### config.mk
export PLATFORM = sky130hd
export DESIGN_NAME = coef_fifo
export DESIGN_NICKNAME = d
export VERILOG_FILES = /design/src/common/gat_dims_pkg.sv /design/src/common/gat_types_pkg.sv /design/src/rtl/coef_fifo.sv
export SDC_FILE = /design/constraint.sdc
export NUM_CORES = 1
export LEC_CHECK = 0
export ABC_CLOCK_PERIOD_IN_PS = 2500
export BUFFER_PORTS_ARGS = -buffer_cell sky130_fd_sc_hd__buf_2
export CAP_MARGIN = 20
export CELL_PAD_IN_SITES_DETAIL_PLACEMENT = 1
export CELL_PAD_IN_SITES_GLOBAL_PLACEMENT = 2
export CORE_MARGIN = 2
export CORE_UTILIZATION = 44
export CTS_CLUSTER_DIAMETER = 200
export DETAILED_ROUTE_END_ITERATION = 10
export PLACE_DENSITY_LB_ADDON = 0.1
export RECOVER_POWER = 50
export SLEW_MARGIN = 10
export SYNTH_ARGS = -nofsm -noshare
export SYNTH_HDL_FRONTEND = slang
export SYNTH_SLANG_ARGS = --single-unit
### constraint.sdc
create_clock -name clk -period 2.5 [get_ports clk]
set_clock_uncertainty 0.1 [all_clocks]
set_input_delay 0.5 -clock clk [delete_from_list [all_inputs] [get_ports clk]]
set_output_delay 0.5 -clock clk [all_outputs]
set_load 0.1 [all_outputs]
### src/common/gat_dims_pkg.sv
package gat_dims_pkg;

  // Feature row geometry
  localparam int NUM_FEAT = 4;
  localparam int DATA_W = 8;

  // Job size, node 0 is the target itself
  localparam int MAX_NODES = 8;
  localparam int NODE_W = 3;
  localparam int CNT_W = 4;

  // Coefficient path
  localparam int COEF_W = 20;
  localparam int LRELU_SHIFT = 3;

  // Output buffering
  localparam int FIFO_DEPTH = 4;
  localparam int FIFO_PTR_W = $clog2(FIFO_DEPTH);

  // Config map: attention entries at 0..7, self half first
  localparam int CFG_ADDR_W = 4;
  localparam int ATTN_ENTRIES = 2 * NUM_FEAT;
  localparam int CFG_NODES_ADDR = 8;
  localparam int CFG_START_ADDR = 9;

endpackage

### src/common/gat_types_pkg.sv
package gat_types_pkg;

  // Signed feature or attention entry
  typedef logic signed [gat_dims_pkg::DATA_W-1:0] data_t;

  // Feature 0 in the low bits
  typedef logic [gat_dims_pkg::NUM_FEAT*gat_dims_pkg::DATA_W-1:0] wh_row_t;

  typedef logic signed [gat_dims_pkg::COEF_W-1:0] coef_t;

  typedef logic [gat_dims_pkg::NODE_W-1:0] node_t;
  typedef logic [gat_dims_pkg::CNT_W-1:0] cnt_t;
  typedef logic [gat_dims_pkg::CFG_ADDR_W-1:0] cfg_addr_t;

  typedef enum logic [2:0] {
    ENG_IDLE,
    ENG_RD_SELF,
    ENG_RD_NBR,
    ENG_COMPUTE,
    ENG_PUSH
  } engine_state_e;

  // Four-phase sender
  typedef enum logic [1:0] {
    PORT_IDLE,
    PORT_REQ,
    PORT_WAIT_REL
  } port_state_e;

endpackage

### src/rtl/coef_fifo.sv
`timescale 1ns/1ns

module coef_fifo (
  input  logic                   clk,
  input  logic                   rst_n,
  input  logic                   push_i,
  input  gat_types_pkg::node_t   node_i,
  input  gat_types_pkg::coef_t   coef_i,
  input  logic                   pop_i,
  output gat_types_pkg::node_t   node_o,
  output gat_types_pkg::coef_t   coef_o,
  output logic                   empty_o,
  output logic                   full_o
);

  gat_types_pkg::node_t node_mem [gat_dims_pkg::FIFO_DEPTH];
  gat_types_pkg::coef_t coef_mem [gat_dims_pkg::FIFO_DEPTH];
  logic [gat_dims_pkg::FIFO_PTR_W-1:0] wr_ptr_q;
  logic [gat_dims_pkg::FIFO_PTR_W-1:0] rd_ptr_q;
  logic [gat_dims_pkg::FIFO_PTR_W:0] count_q;
  logic do_push;
  logic do_pop;

  assign do_push = push_i && !full_o;
  assign do_pop = pop_i && !empty_o;

  always_ff @(posedge clk) begin
    if (!rst_n) begin
      wr_ptr_q <= '0;
      rd_ptr_q <= '0;
      count_q <= '0;
    end else begin
      // Depth is a power of two so the pointers wrap by themselves
      if (do_push) begin
        wr_ptr_q <= wr_ptr_q + 1'b1;
      end
      if (do_pop) begin
        rd_ptr_q <= rd_ptr_q + 1'b1;
      end
      count_q <= count_q + {{gat_dims_pkg::FIFO_PTR_W{1'b0}}, do_push}
                         - {{gat_dims_pkg::FIFO_PTR_W{1'b0}}, do_pop};
    end
  end

  always_ff @(posedge clk) begin
    if (do_push) begin
      node_mem[wr_ptr_q] <= node_i;
      coef_mem[wr_ptr_q] <= coef_i;
    end
  end

  assign node_o = node_mem[rd_ptr_q];
  assign coef_o = coef_mem[rd_ptr_q];
  assign empty_o = (count_q == '0);
  assign full_o = (count_q == (gat_dims_pkg::FIFO_PTR_W+1)'(gat_dims_pkg::FIFO_DEPTH));

endmodule

==> Yosys cells after proc, flatten, opt, wreduce, memory -nomap -nowiden <==
Memories as Yosys holds them, arrays and structs flattened. A register that Yosys moved wholly into a read port is not among the register bits.
Cells that the tools add are included.
{ "word_totals": {"regBits": 7, "latchBits": 0, "ramBits": 92, "rom_bits": 0, "output_inout_bits": 25, "wordCells": 21, "mem_count": 2} }
{ "mem_list": {"columns": ["name", "depth", "width", "rd", "rd_clocked_by_memory_dff", "wr", "line_no", "rtl"], "rows": [
  ["coef_mem", 4, 20, 1, 1, 1, "coef_fifo.sv:17", "gat_types_pkg::coef_t coef_mem [gat_dims_pkg::FIFO_DEPTH];"],
  ["node_mem", 4, 3, 1, 1, 1, "coef_fifo.sv:16", "gat_types_pkg::node_t node_mem [gat_dims_pkg::FIFO_DEPTH];"]
]} }
{ "classes": {"add_sub_neg": 4, "n_mul": 0, "div_mod_pow": 0, "order_cmp": 0, "n_eq_ne": 1, "shift": 0, "muxes": 6, "n_bitwise": 0, "reduce_logical": 5} }
{ "op_table": {"columns": ["operator", "count"], "rows": [
  ["two-way mux 2 bit", 4],
  ["adder 2 x 1 -> 2 bit (second input constant)", 2],
  ["adder 3 x 1 -> 3 bit", 1],
  ["equality test 3 bit (second input constant)", 1],
  ["logical NOT 3 bit", 1],
  ["subtractor 3 x 1 -> 3 bit", 1],
  ["logical AND 1 bit", 2],
  ["logical NOT 1 bit", 2],
  ["two-way mux 1 bit", 2]
]} }

==> Depth between registers and ports, before layout <==
Gate-level depths: netlist of the first run.
{ "logic_depth": {"word_depth": 5, "depth_mapped": 11, "mapped_depth_nobuf": 10} }

==> Least setup slack after synthesis of the first run <==
Ideal clock, no wire load.
{ "synth_path": {"path_type": "reg2reg", "start": "register count_q[1] (netlist bit)", "end": "register count_q[2] (netlist bit)", "setup_time_ns": 0.115, "arrival_ns": 3.123, "t_required_ns": 2.285, "path_slack_ns": -0.838, "path_stages_with_launch": 10, "n_path_buf": 0, "synth_period_minus_slack_ns": 3.338, "cell_sequence": "dfxtp_1 > nor3_2 > nor2b_1 > ha_1 > inv_1 > ha_1 > fa_1 > xnor2_1 > xnor2_1 > and2_1"} }
{ "synth_via": {"word_cells_on_any_way": 8, "classes_between": "2 x add/sub; 1 x eq/ne; 5 x reduce/logical"} }
{ "synth_lines": {"columns": ["item", "line_no", "rtl"], "rows": [
  ["start: declaration", "coef_fifo.sv:20", "logic [gat_dims_pkg::FIFO_PTR_W:0] count_q;"],
  ["start signal: assignment", "coef_fifo.sv:40", "count_q <= count_q + {{gat_dims_pkg::FIFO_PTR_W{1'b0}}, do_push}"],
  ["logical NOT 3 bit", "coef_fifo.sv:54", "assign empty_o = (count_q == '0);"],
  ["named net empty_o", "coef_fifo.sv:12", "output logic empty_o,"],
  ["logical NOT 1 bit", "coef_fifo.sv:25", "assign do_pop = pop_i && !empty_o;"],
  ["logical AND 1 bit", "coef_fifo.sv:25", null],
  ["named net do_pop", "coef_fifo.sv:22", "logic do_pop;"],
  ["subtractor 3 x 1 -> 3 bit", "coef_fifo.sv:41", "- {{gat_dims_pkg::FIFO_PTR_W{1'b0}}, do_pop};"]
]} }
The timed path passes the listed nets, and every way through them passes these cells.
A chain may end at the register's enable or synchronous reset.

==> impl_results.md, run 1 <==
* GRT Util Overall at 15.4%
* Fmax at 419 MHz
* Core ar. at 8590 sq um
* Die width at 97.4 um
* Startpoint Class: flop
* Worst Tran Pin Value at 0.649 ns
* Slew headroom at 56.7%
* Mapped Nets at 205
* Crit Path Class: flop to output pin
* Routed Antenna Nets at 0
* Final Max Slew Viols at 0
* # diodes at 0
* Remaining DRCs at 0
* Hold Path Class: primary input to flop
* Wirelength, routed at about 6700 um
* Starting Density at between 40% and 50%
* Avg Cell Area, Syn at ~22 sq um
* Max cap viols at 0
* Die ar. at roughly 9500 sq um
* Number of port buffers at 51
* CP max FO at 9
* Crit. End Element: output pin
* Arrival time worst endpoint at 1.79 ns
* Yosys reg bits at just over 100
* Final core utilization at a little over half
* Placed Area at 4550 sq um
* Peak supply drop at 484 uV
* Max Buffers Root-to-Sink at 2
* Worst EP required at 1.90 ns
* Final Instance Area at 4670 sq um
* Final HPWL DP at 4550 um
* # setup viols final at 0
* Ys Warns at 0
* CTS tree: built
* Num rows at 34
* Final Hold Viols at 0
* Die Ht at between 90 and 100 um
* DR WL/cell at approximately 19 um
* Root Driver: clkbuf_8
* CTS buffer count at 9
* Ratio of cells with drive above 1 in the final layout at 31.3%
* First-pass GRT wire length at 11000 um
* Netlist cell types at 22
* Syn Inst Count at 171
* Number of global-route vias before repair at around 2100
* Final Net Count at 269
* Sequential share of the synthesized area at 76.7%
* Initial antenna violation count at 0
* Drt via density at around 5.2
* DR pass1 iterations at 4
* Tcrit/Tclk final at between 90% and 100%
* Unrepaired setup endpoints after global routing: false
* Post-CTS setup buffer count at 0
* H-tree depth at 3
* Run status: completed
* Grt total ovfl at 0
* Pwr/cell area at 1210 nW/um^2
* Inst Count DP at approximately 330
* Final Non-Filler Cells at 348
* Fin crit period at 2.39 ns
* P_leak at 1.55 nW
* Largest net degree at the start of global routing at 24
* DR vias at 1793
* Synth-to-Final Area Change at 21.7%
* Routability cong. at 0.709
* Clk_lat worst skew at approximately 0.36 ns
* CTS sink cnt at about 100
* I/O pin count at 52
* Starting DRT DRC Count at 81
* Mapped cell area at 3840 sq um
* Clock-pin slew on the worst setup and hold paths at about 0.09 ns
==> power breakdown <==
group / leakage [nW] / switching (W) / internal [W]
logic: 0.553 / 0.00172 / 0.000899
clock network: 0.0824 / 0.000519 / 0.000387
registers: 0.918 / 0.0000930 / 0.00206
total: 1.55 / 0.00234 / 0.00334
==> per-layer routing <==
layer,vias up,GRT usage [%],wire [um]
li1,810,-,-
met1,933,19.2,2790
met2,44,26.0,3540
met3,6,4.96,340
met4,0,4.17,65
met5,-,0,0
==> final cells by class <==
cell class                      count  area [sq um]
Fill cell                         785          3920
Sequential cell                   101          2950
Multi-Input combinational cell     57           810
Timing Repair Buffer               60           588
Clock buffer                       12           145
Tap cell                          108           135
Clock inverter                      4          25.0
Inverter                            6          22.5
==> state kept, by name, indices dropped and copies added, names as in the netlist, named ones only <==
signal / flops
coef_mem: 80
node_mem: 12
count_q: 3
rd_ptr_q: 2
wr_ptr_q: 2
==> worst max-delay path: stages, from the launching register on <==
cell and delay, ns:
dfxtp_4 0.45, buf_4 0.24, mux4_2 0.56, buf_12 0.19
==> cells in the final DEF (no fill, tap or decap), types with 3 or more instances in the layout <==
cell type  count
ha_1           5
mux4_2        20
and2_1         6
dfxtp_1        7
clkbuf_8      10
mux4_1         3
buf_12        20
buf_2          8
edfxtp_1      92
o21ai_0        3
nand2_1        6
buf_4          7
inv_1          6
clkbuf_1      26
==> synth_stat cells <==
master     number  area (sq um)
edfxtp_1       92          2760
mux4_2         20           450
dfxtp_1         9           180
and2_1          7          43.8
ha_1            6          75.1
inv_1           6          22.5
nand2_1         6          22.5
buf_2           3          15.0
mux4_1          3          78.8
o21ai_0         3          15.0
buf_12          2          40.0
mux2i_1         2          20.0
nor2b_1         2          12.5
xnor2_1         2          17.5
a21boi_1        1          7.51
buf_6           1          11.3
clkbuf_1        1          3.75
fa_1            1          20.0
nand4bb_1       1          11.3
nor3_2          1          10.0
nor3b_2         1          12.5
or3_1           1          6.26
==> stage by stage <==
step	setup slack, ns	power [W]	TNS [ns]	hold slack (ns)
6_report	0.111	0.00568	0	0.301
5_1_grt	0.0158	0.00589	0	0.306
4_1_cts	0.0742	0.00576	0	0.244
3_5_place_dp	0.208	0.00487	0	0.394
3_3_place_gp	0.313	0.00479	0	0.371
2_1_floorplan	-0.288	0.00404	-0.523	0.356
==> final timing paths <==
path	startpoint	to	slack, ns	cells after the start
setup / recovery	flop	coef_o[15]	0.11	3
hold / removal	coef_i[0]	coef_mem[2][0]	0.30	1
hold reg to reg	rd_ptr_q[0]	flop	0.41	2
setup reg to reg	count_q[2]	count_q[2]	0.31	9
==> kinds of logic after synthesis <==
kind of cell / Yosys count / share of synthesized area, %
fa+ha+maj: 7 / 2.48
simple gates: 19 / 3.10
xor+xnor: 2 / 0.456
buf+inv: 13 / 2.41
flops: 101 / 76.7
compound gates: 4 / 0.587
mux: 25 / 14.3
==> what timing repair did <==
action,in CTS,in global routing
endpoints found under the setup margin,7,0
resized for setup,1,0
hold buffers,0,0
Power figures use the tool's default switching activity.
==> run 2, diff against run 1 <==
--- a/config.mk
+++ b/config.mk
@@ -10,9 +10,8 @@
 export CAP_MARGIN = 20
 export CELL_PAD_IN_SITES_DETAIL_PLACEMENT = 1
 export CELL_PAD_IN_SITES_GLOBAL_PLACEMENT = 2
-export CORE_MARGIN = 2
 export CORE_UTILIZATION = 44
-export CTS_CLUSTER_DIAMETER = 200
+export CTS_CLUSTER_DIAMETER = 150
 export DETAILED_ROUTE_END_ITERATION = 10
 export PLACE_DENSITY_LB_ADDON = 0.1
 export RECOVER_POWER = 50
==> impl_results.md, run 2 (same netlist as run 1, synthesis figures left out) <==
* Run status: completed
* Largest net degree at the start of global routing at 19 (-21%)
* Final Worst Setup Slack at 0.174 ns (+0.0632 ns)
* First-pass GRT wire length at 10500 um (-4.7%)
* Starting Density at 46.0% (+1.4 points)
* Fmax at 430 MHz (+2.7%)
* Final Net Count at 275 (+2.2%)
* Net Switching at 0.00238 W (+1.9%)
* Reg2reg end: count_q[2]
* Internal Power at 0.00347 W (+3.9%)
* Root Driver: clkbuf_8
* P_leak at 1.61 nW (+3.5%)
* Initial antenna violation count at 0 (unchanged)
* Starting DRT DRC Count at 57 (-30%)
* Comb power frac at 45.8% (-0.4 points)
* Routability cong. at 0.619 (-13%)
* Pre-CTS setup slack at 0.174 ns (-0.0343 ns)
* Hold_ws at 0.289 ns (-0.0120 ns)
* WL met2 at 3530 um (-0.40%)
* DR top layer: met4
* CTS sink cnt at 101 (unchanged)
* Number of port buffers at 51 (unchanged)
* CTS tree: built
* Tcrit/Tclk final at 93.0% (-2.5 points)
* Flop pwr share at 36.6% (-1.2 points)
* Largest regs: coef_mem (80), node_mem (12), count_q (3)
* Die Ht at 95.4 um (-2.1%)
* Clock-pin slew on the worst setup and hold paths at 0.09 ns (about the same)
* R2R depth at 10 (+1)
* CP max FO at 13 (+4)
* Max cap viols at 0 (unchanged)
* Startpoint Class: flop
* Final Hold Viols at 0 (unchanged)
* Die ar. at 9100 sq um (-4.1%)
* Most flops, register: coef_mem
* DR pass1 iterations at 4 (unchanged)
* Unrepaired setup endpoints after global routing: false
* Number of global-route vias before repair at 2001 (-4.9%)
* Crit. End Element: output pin
* Worst EP required at 1.90 ns (about the same)
* Synth-to-Final Area Change at 24.2%
* Worst r2r src: count_q[0]
* Ratio of cells with drive above 1 in the final layout at 32.9% (+1.7 points)
* Pwr/cell area at 1230 nW/um^2 (+1.1%)
* CTS hold repair buffers at 0 (unchanged)
* Crit path to: coef_o[12]
* Setup_tns at 0 ns (unchanged)
* H-tree depth at 3 (unchanged)
* R2R setup slack at 0.29 ns (-0.02 ns)
* Crit Path Class: flop to output pin
* Grt total ovfl at 0 (unchanged)
* Clock network power share at 17.6% (+1.7 points)
* Arrival time worst endpoint at 1.73 ns (-0.06 ns)
* Clk_lat worst skew at 0.35 ns (about the same)
* Wirelength, routed at 6770 um (+0.36%)
* DR WL met3 at 266 um (-22%)
* # setup viols final at 0 (unchanged)
* DR vias at 1811 (+1.0%)
* Commonest cells after routing, fill and taps aside: edfxtp_1 (92), clkbuf_1 (26), buf_12 (22), mux4_2 (20), buf_4 (11)
* Post-route met1 wirelength at 2860 um (+2.5%)
* Die width at 95.4 um (-2.1%)
* Routed Antenna Nets at 0 (unchanged)
* DR WL/cell at 19.3 um (-0.50%)
* Drt via density at 5.16 (+0.14%)
* # diodes at 0 (unchanged)
* I/O pin count at 52 (unchanged)
* Slew headroom at 56.8% (+0.075 points)
* Peak supply drop at 634 uV (+31%)
* Core ar. at 8340 sq um (-2.9%)
* Fin crit period at 2.33 ns (-0.0632 ns)
* Sw Ratio at 40.7% (-0.47 points)
* Num rows at 33 (-2.9%)
* Remaining DRCs at 0 (unchanged)
* Leading cell type in the layout, fill and taps excluded: edfxtp_1
* Hold Path Class: primary input to flop
* Final Max Slew Viols at 0 (unchanged)
* Max FFs per register at 80 (unchanged)
* Worst Tran Pin Value at 0.648 ns (-0.00113 ns)
* Final HPWL DP at 4640 um (+2.0%)
* CTS buffer count at 9 (unchanged)
* Max Buffers Root-to-Sink at 2 (unchanged)
* GRT Util Overall at 16.5% (+1.1 points)
run 2: cell count changes in the layout (fill, tap and decap cells not counted), sizes merged:
cell	before	now
inv	6	9
buf	35	41
clkbuf	37	35
clkinvlp	2	0
bufinv	0	1
run 2: cell type report:
| type | count | area, sq um |
|---|---|---|
| Clock inverter | 6 | 70.1 |
| Clock buffer | 10 | 128 |
| Fill cell | 737 | 3570 |
| Multi-Input combinational cell | 57 | 810 |
| Timing Repair Buffer | 66 | 657 |
| Inverter | 6 | 22.5 |
| Tap cell | 105 | 131 |
| Sequential cell | 101 | 2950 |
run 2: worst min path at each step:
stage                      startpoint               to  slack [ns]  cells past startpoint
after floorplan           rd_ptr_q[1]             flop        0.36                      2
after global placement    rd_ptr_q[1]      rd_ptr_q[1]        0.37                      2
after detailed placement  rd_ptr_q[1]      rd_ptr_q[1]        0.39                      2
after CTS                  coef_i[19]  coef_mem[3][19]        0.23                      1
after global routing        coef_i[6]   coef_mem[1][6]        0.30                      1
final                      coef_i[19]  coef_mem[3][19]        0.29                      1
run 2: metrics by stage:
step	total power, W	std cells	instance area [sq um]	util (%)
6_report	0.00585	351	4770	57.1
5_1_grt	0.00608	351	4770	57.1
4_1_cts	0.00592	347	4780	57.4
3_5_place_dp	0.00489	331	4580	55.0
3_3_place_gp	0.00483	331	4580	55.0
2_1_floorplan	0.00404	171	3860	-
run 2: worst max-delay path: stages, from the launching register on:
cell	delay (ns)
dfxtp_4	0.43
buf_12	0.18
mux4_2	0.56
buf_12	0.19
run 2: timing repair:
item                                    in CTS  in global routing
buffers inserted                             0                  4
endpoints found under the setup margin      16                 10
resized for setup                            1                  0
run 2: metal layers:
metal	vias up	GRT usage, %
met3	10	3.67
met5	-	0
met4	0	7.46
met2	41	27.9
li1	826	-
met1	934	20.4
run 2: power by group through the flow:
stage,combinational [W],clock [W],sequential [W]
floorplan,0.00190,0,0.00215
global placement,0.00264,0,0.00219
detailed placement,0.00268,0,0.00221
CTS,0.00269,0.00106,0.00217
global route,0.00280,0.00112,0.00216
finish,0.00268,0.00103,0.00214
==> run 3, diff against run 2 <==
--- a/config.mk
+++ b/config.mk
@@ -14,7 +14,8 @@
 export CTS_CLUSTER_DIAMETER = 150
 export DETAILED_ROUTE_END_ITERATION = 10
 export PLACE_DENSITY_LB_ADDON = 0.1
-export RECOVER_POWER = 50
+export RECOVER_POWER = 25
+export SKIP_LAST_GASP = 1
 export SLEW_MARGIN = 10
 export SYNTH_ARGS = -nofsm -noshare
 export SYNTH_HDL_FRONTEND = slang
==> constraint.sdc (replaced) <==
create_clock -name clk -period 2.5 [get_ports clk]
set_clock_uncertainty 0.1 [all_clocks]
set_input_delay 0.25 -clock clk [delete_from_list [all_inputs] [get_ports clk]]
set_output_delay 0.25 -clock clk [all_outputs]
set_load 0.1 [all_outputs]
==> impl_results.md, run 3 (same netlist as run 1, synthesis figures left out) <==
* Run status: completed
* Final Net Count at 278 (+1.1%)
* P_leak at 1.62 nW (+1.0%)
* GRT Util Overall at 17.1% (+0.59 points)
* Worst EP required at 2.15 ns (+0.25 ns)
* Pre-CTS setup slack at 0.337 ns (+0.163 ns)
* Final Max Slew Viols at 0 (unchanged)
* Unrepaired setup endpoints after global routing: false
* Worst Tran Pin Value at 0.556 ns (-0.0923 ns)
* DR WL/cell at 19.2 um (-0.42%)
* Design Power at 0.00572 W (-2.3%)
* Root Driver: clkbuf_8
* Max Buffers Root-to-Sink at 2 (unchanged)
* Initial antenna violation count at 0 (unchanged)
* Max stage delay cell, worst path: dfxtp_2
* Slew headroom at 62.9% (+6.1 points)
* Clk_lat worst skew at 0.36 ns (about the same)
* Grt total ovfl at 0 (unchanged)
* Largest regs: coef_mem (80), node_mem (12), count_q (3)
* CP max stage delay at 0.61 ns (+0.05 ns)
* Synth-to-Final Area Change at 25.0%
* Met1 Resource Use GR at 21.6% (+1.3 points)
* H-tree depth at 3 (unchanged)
* Commonest cells after routing, fill and taps aside: edfxtp_1 (92), buf_12 (21), mux4_2 (20), buf_2 (17), clkbuf_1 (16)
* CP cell instances: buf_4, mux4_2, buf_12
* Number of port buffers at 51 (unchanged)
* Fmax at 431 MHz (+0.26%)
* Remaining DRCs at 0 (unchanged)
* Max FFs per register at 80 (unchanged)
* DR pass1 iterations at 4 (unchanged)
* CTS sink cnt at 101 (unchanged)
* Crit Path Class: flop to output pin
* Crit. End Element: output pin
* Tcrit/Tclk final at 92.8% (-0.24 points)
* Max cap viols at 0 (unchanged)
* Hold_ws at 0.0612 ns (-0.228 ns)
* Most flops, register: coef_mem
* Leading cell type in the layout, fill and taps excluded: edfxtp_1
* Clock-pin slew on the worst setup and hold paths at 0.09 ns (about the same)
* DR vias at 1815 (+0.22%)
* Hold Path Class: primary input to flop
* Ratio of cells with drive above 1 in the final layout at 34.5% (+1.6 points)
* Peak supply drop at 565 uV (-11%)
* M3 GR Usage at 4.15% (+0.48 points)
* Routability cong. at 0.636 (+2.8%)
* I/O pin count at 52 (unchanged)
* Routed Antenna Nets at 0 (unchanged)
* # setup viols final at 0 (unchanged)
* Starting Density at 46.0% (unchanged)
* Core ar. at 8340 sq um (unchanged)
* Starting DRT DRC Count at 68 (+19%)
* Arrival time worst endpoint at 1.97 ns (+0.24 ns)
* # resized after CTS at 0 (-1)
* Number of global-route vias before repair at 2016 (+0.75%)
* Drt via density at 5.13 (-0.63%)
* CTS buffer count at 9 (unchanged)
* Startpoint Class: flop
* Die width at 95.4 um (unchanged)
* Fin crit period at 2.32 ns (-0.00599 ns)
* M2 GR Usage at 28.9% (+1.0 points)
* Final Hold Viols at 0 (unchanged)
* Final Worst Setup Slack at 0.180 ns (+0.00599 ns)
* # diodes at 0 (unchanged)
* Die Ht at 95.4 um (unchanged)
* CTS tree: built
* Num rows at 33 (unchanged)
* Gr busiest metal: met2
* Final HPWL DP at 4510 um (-2.8%)
* Largest net degree at the start of global routing at 24 (+5)
* Die ar. at 9100 sq um (unchanged)
* CP max FO at 12 (-1)
* Wirelength, routed at 6800 um (+0.43%)
* Pwr/cell area at 1190 nW/um^2 (-2.9%)
* First-pass GRT wire length at 10900 um (+4.1%)
-- run 3: repair_timing --
item | in CTS | in global routing
setup endpoints to repair | 0 | 0
hold buffers | 9 | 0
buffers inserted | 0 | 0
hold endpoints to repair | 31 | 0
-- run 3: worst max-delay path: cells and delay by family (launching register included) --
family	cells	cell delay [ns]
buffers and inverters	2	0.44
flip-flops	1	0.61
multiplexers	1	0.55
-- run 3: final timing paths --
check         startpoint             end  slack (ns)  cells after the start
min            coef_i[0]  coef_mem[2][0]        0.06                      1
max reg2reg   count_q[1]      count_q[2]        0.33                     10
max                 flop       coef_o[5]        0.18                      3
min reg2reg  rd_ptr_q[0]            flop        0.40                      2
-- run 3: layer usage --
metal | vias up | share of wire, %
met3 | 7 | 3.2
met4 | 0 | 1.3
met5 | - | 0
li1 | 831 | -
met2 | 38 | 50
met1 | 939 | 45
-- run 3: final cells by class --
| cell class | instances | area (sq um) |
|---|---|---|
| Clock inverter | 5 | 36.3 |
| Clock buffer | 11 | 131 |
| Tap cell | 105 | 131 |
| Sequential cell | 101 | 2950 |
| Multi-Input combinational cell | 57 | 821 |
| Inverter | 6 | 22.5 |
| Timing Repair Buffer | 69 | 708 |
| Fill cell | 761 | 3540 |
-- run 3: power breakdown --
| group | total [W] | internal (W) | leakage [nW] | switching [W] |
|---|---|---|---|---|
| registers | 0.00218 | 0.00205 | 0.918 | 0.000125 |
| logic | 0.00264 | 0.000932 | 0.628 | 0.00170 |
| clock network | 0.000905 | 0.000365 | 0.0776 | 0.000540 |
-- run 3: stage by stage --
stage / util, % / std cells / TNS (ns) / area, sq um
6_report: 57.5 / 354 / 0 / 4800
5_1_grt: 57.5 / 354 / 0 / 4800
4_1_cts: 57.7 / 354 / 0 / 4810
3_5_place_dp: 54.6 / 329 / 0 / 4560
3_3_place_gp: 54.6 / 329 / 0 / 4560
2_1_floorplan: - / 171 / -0.523 / 3860
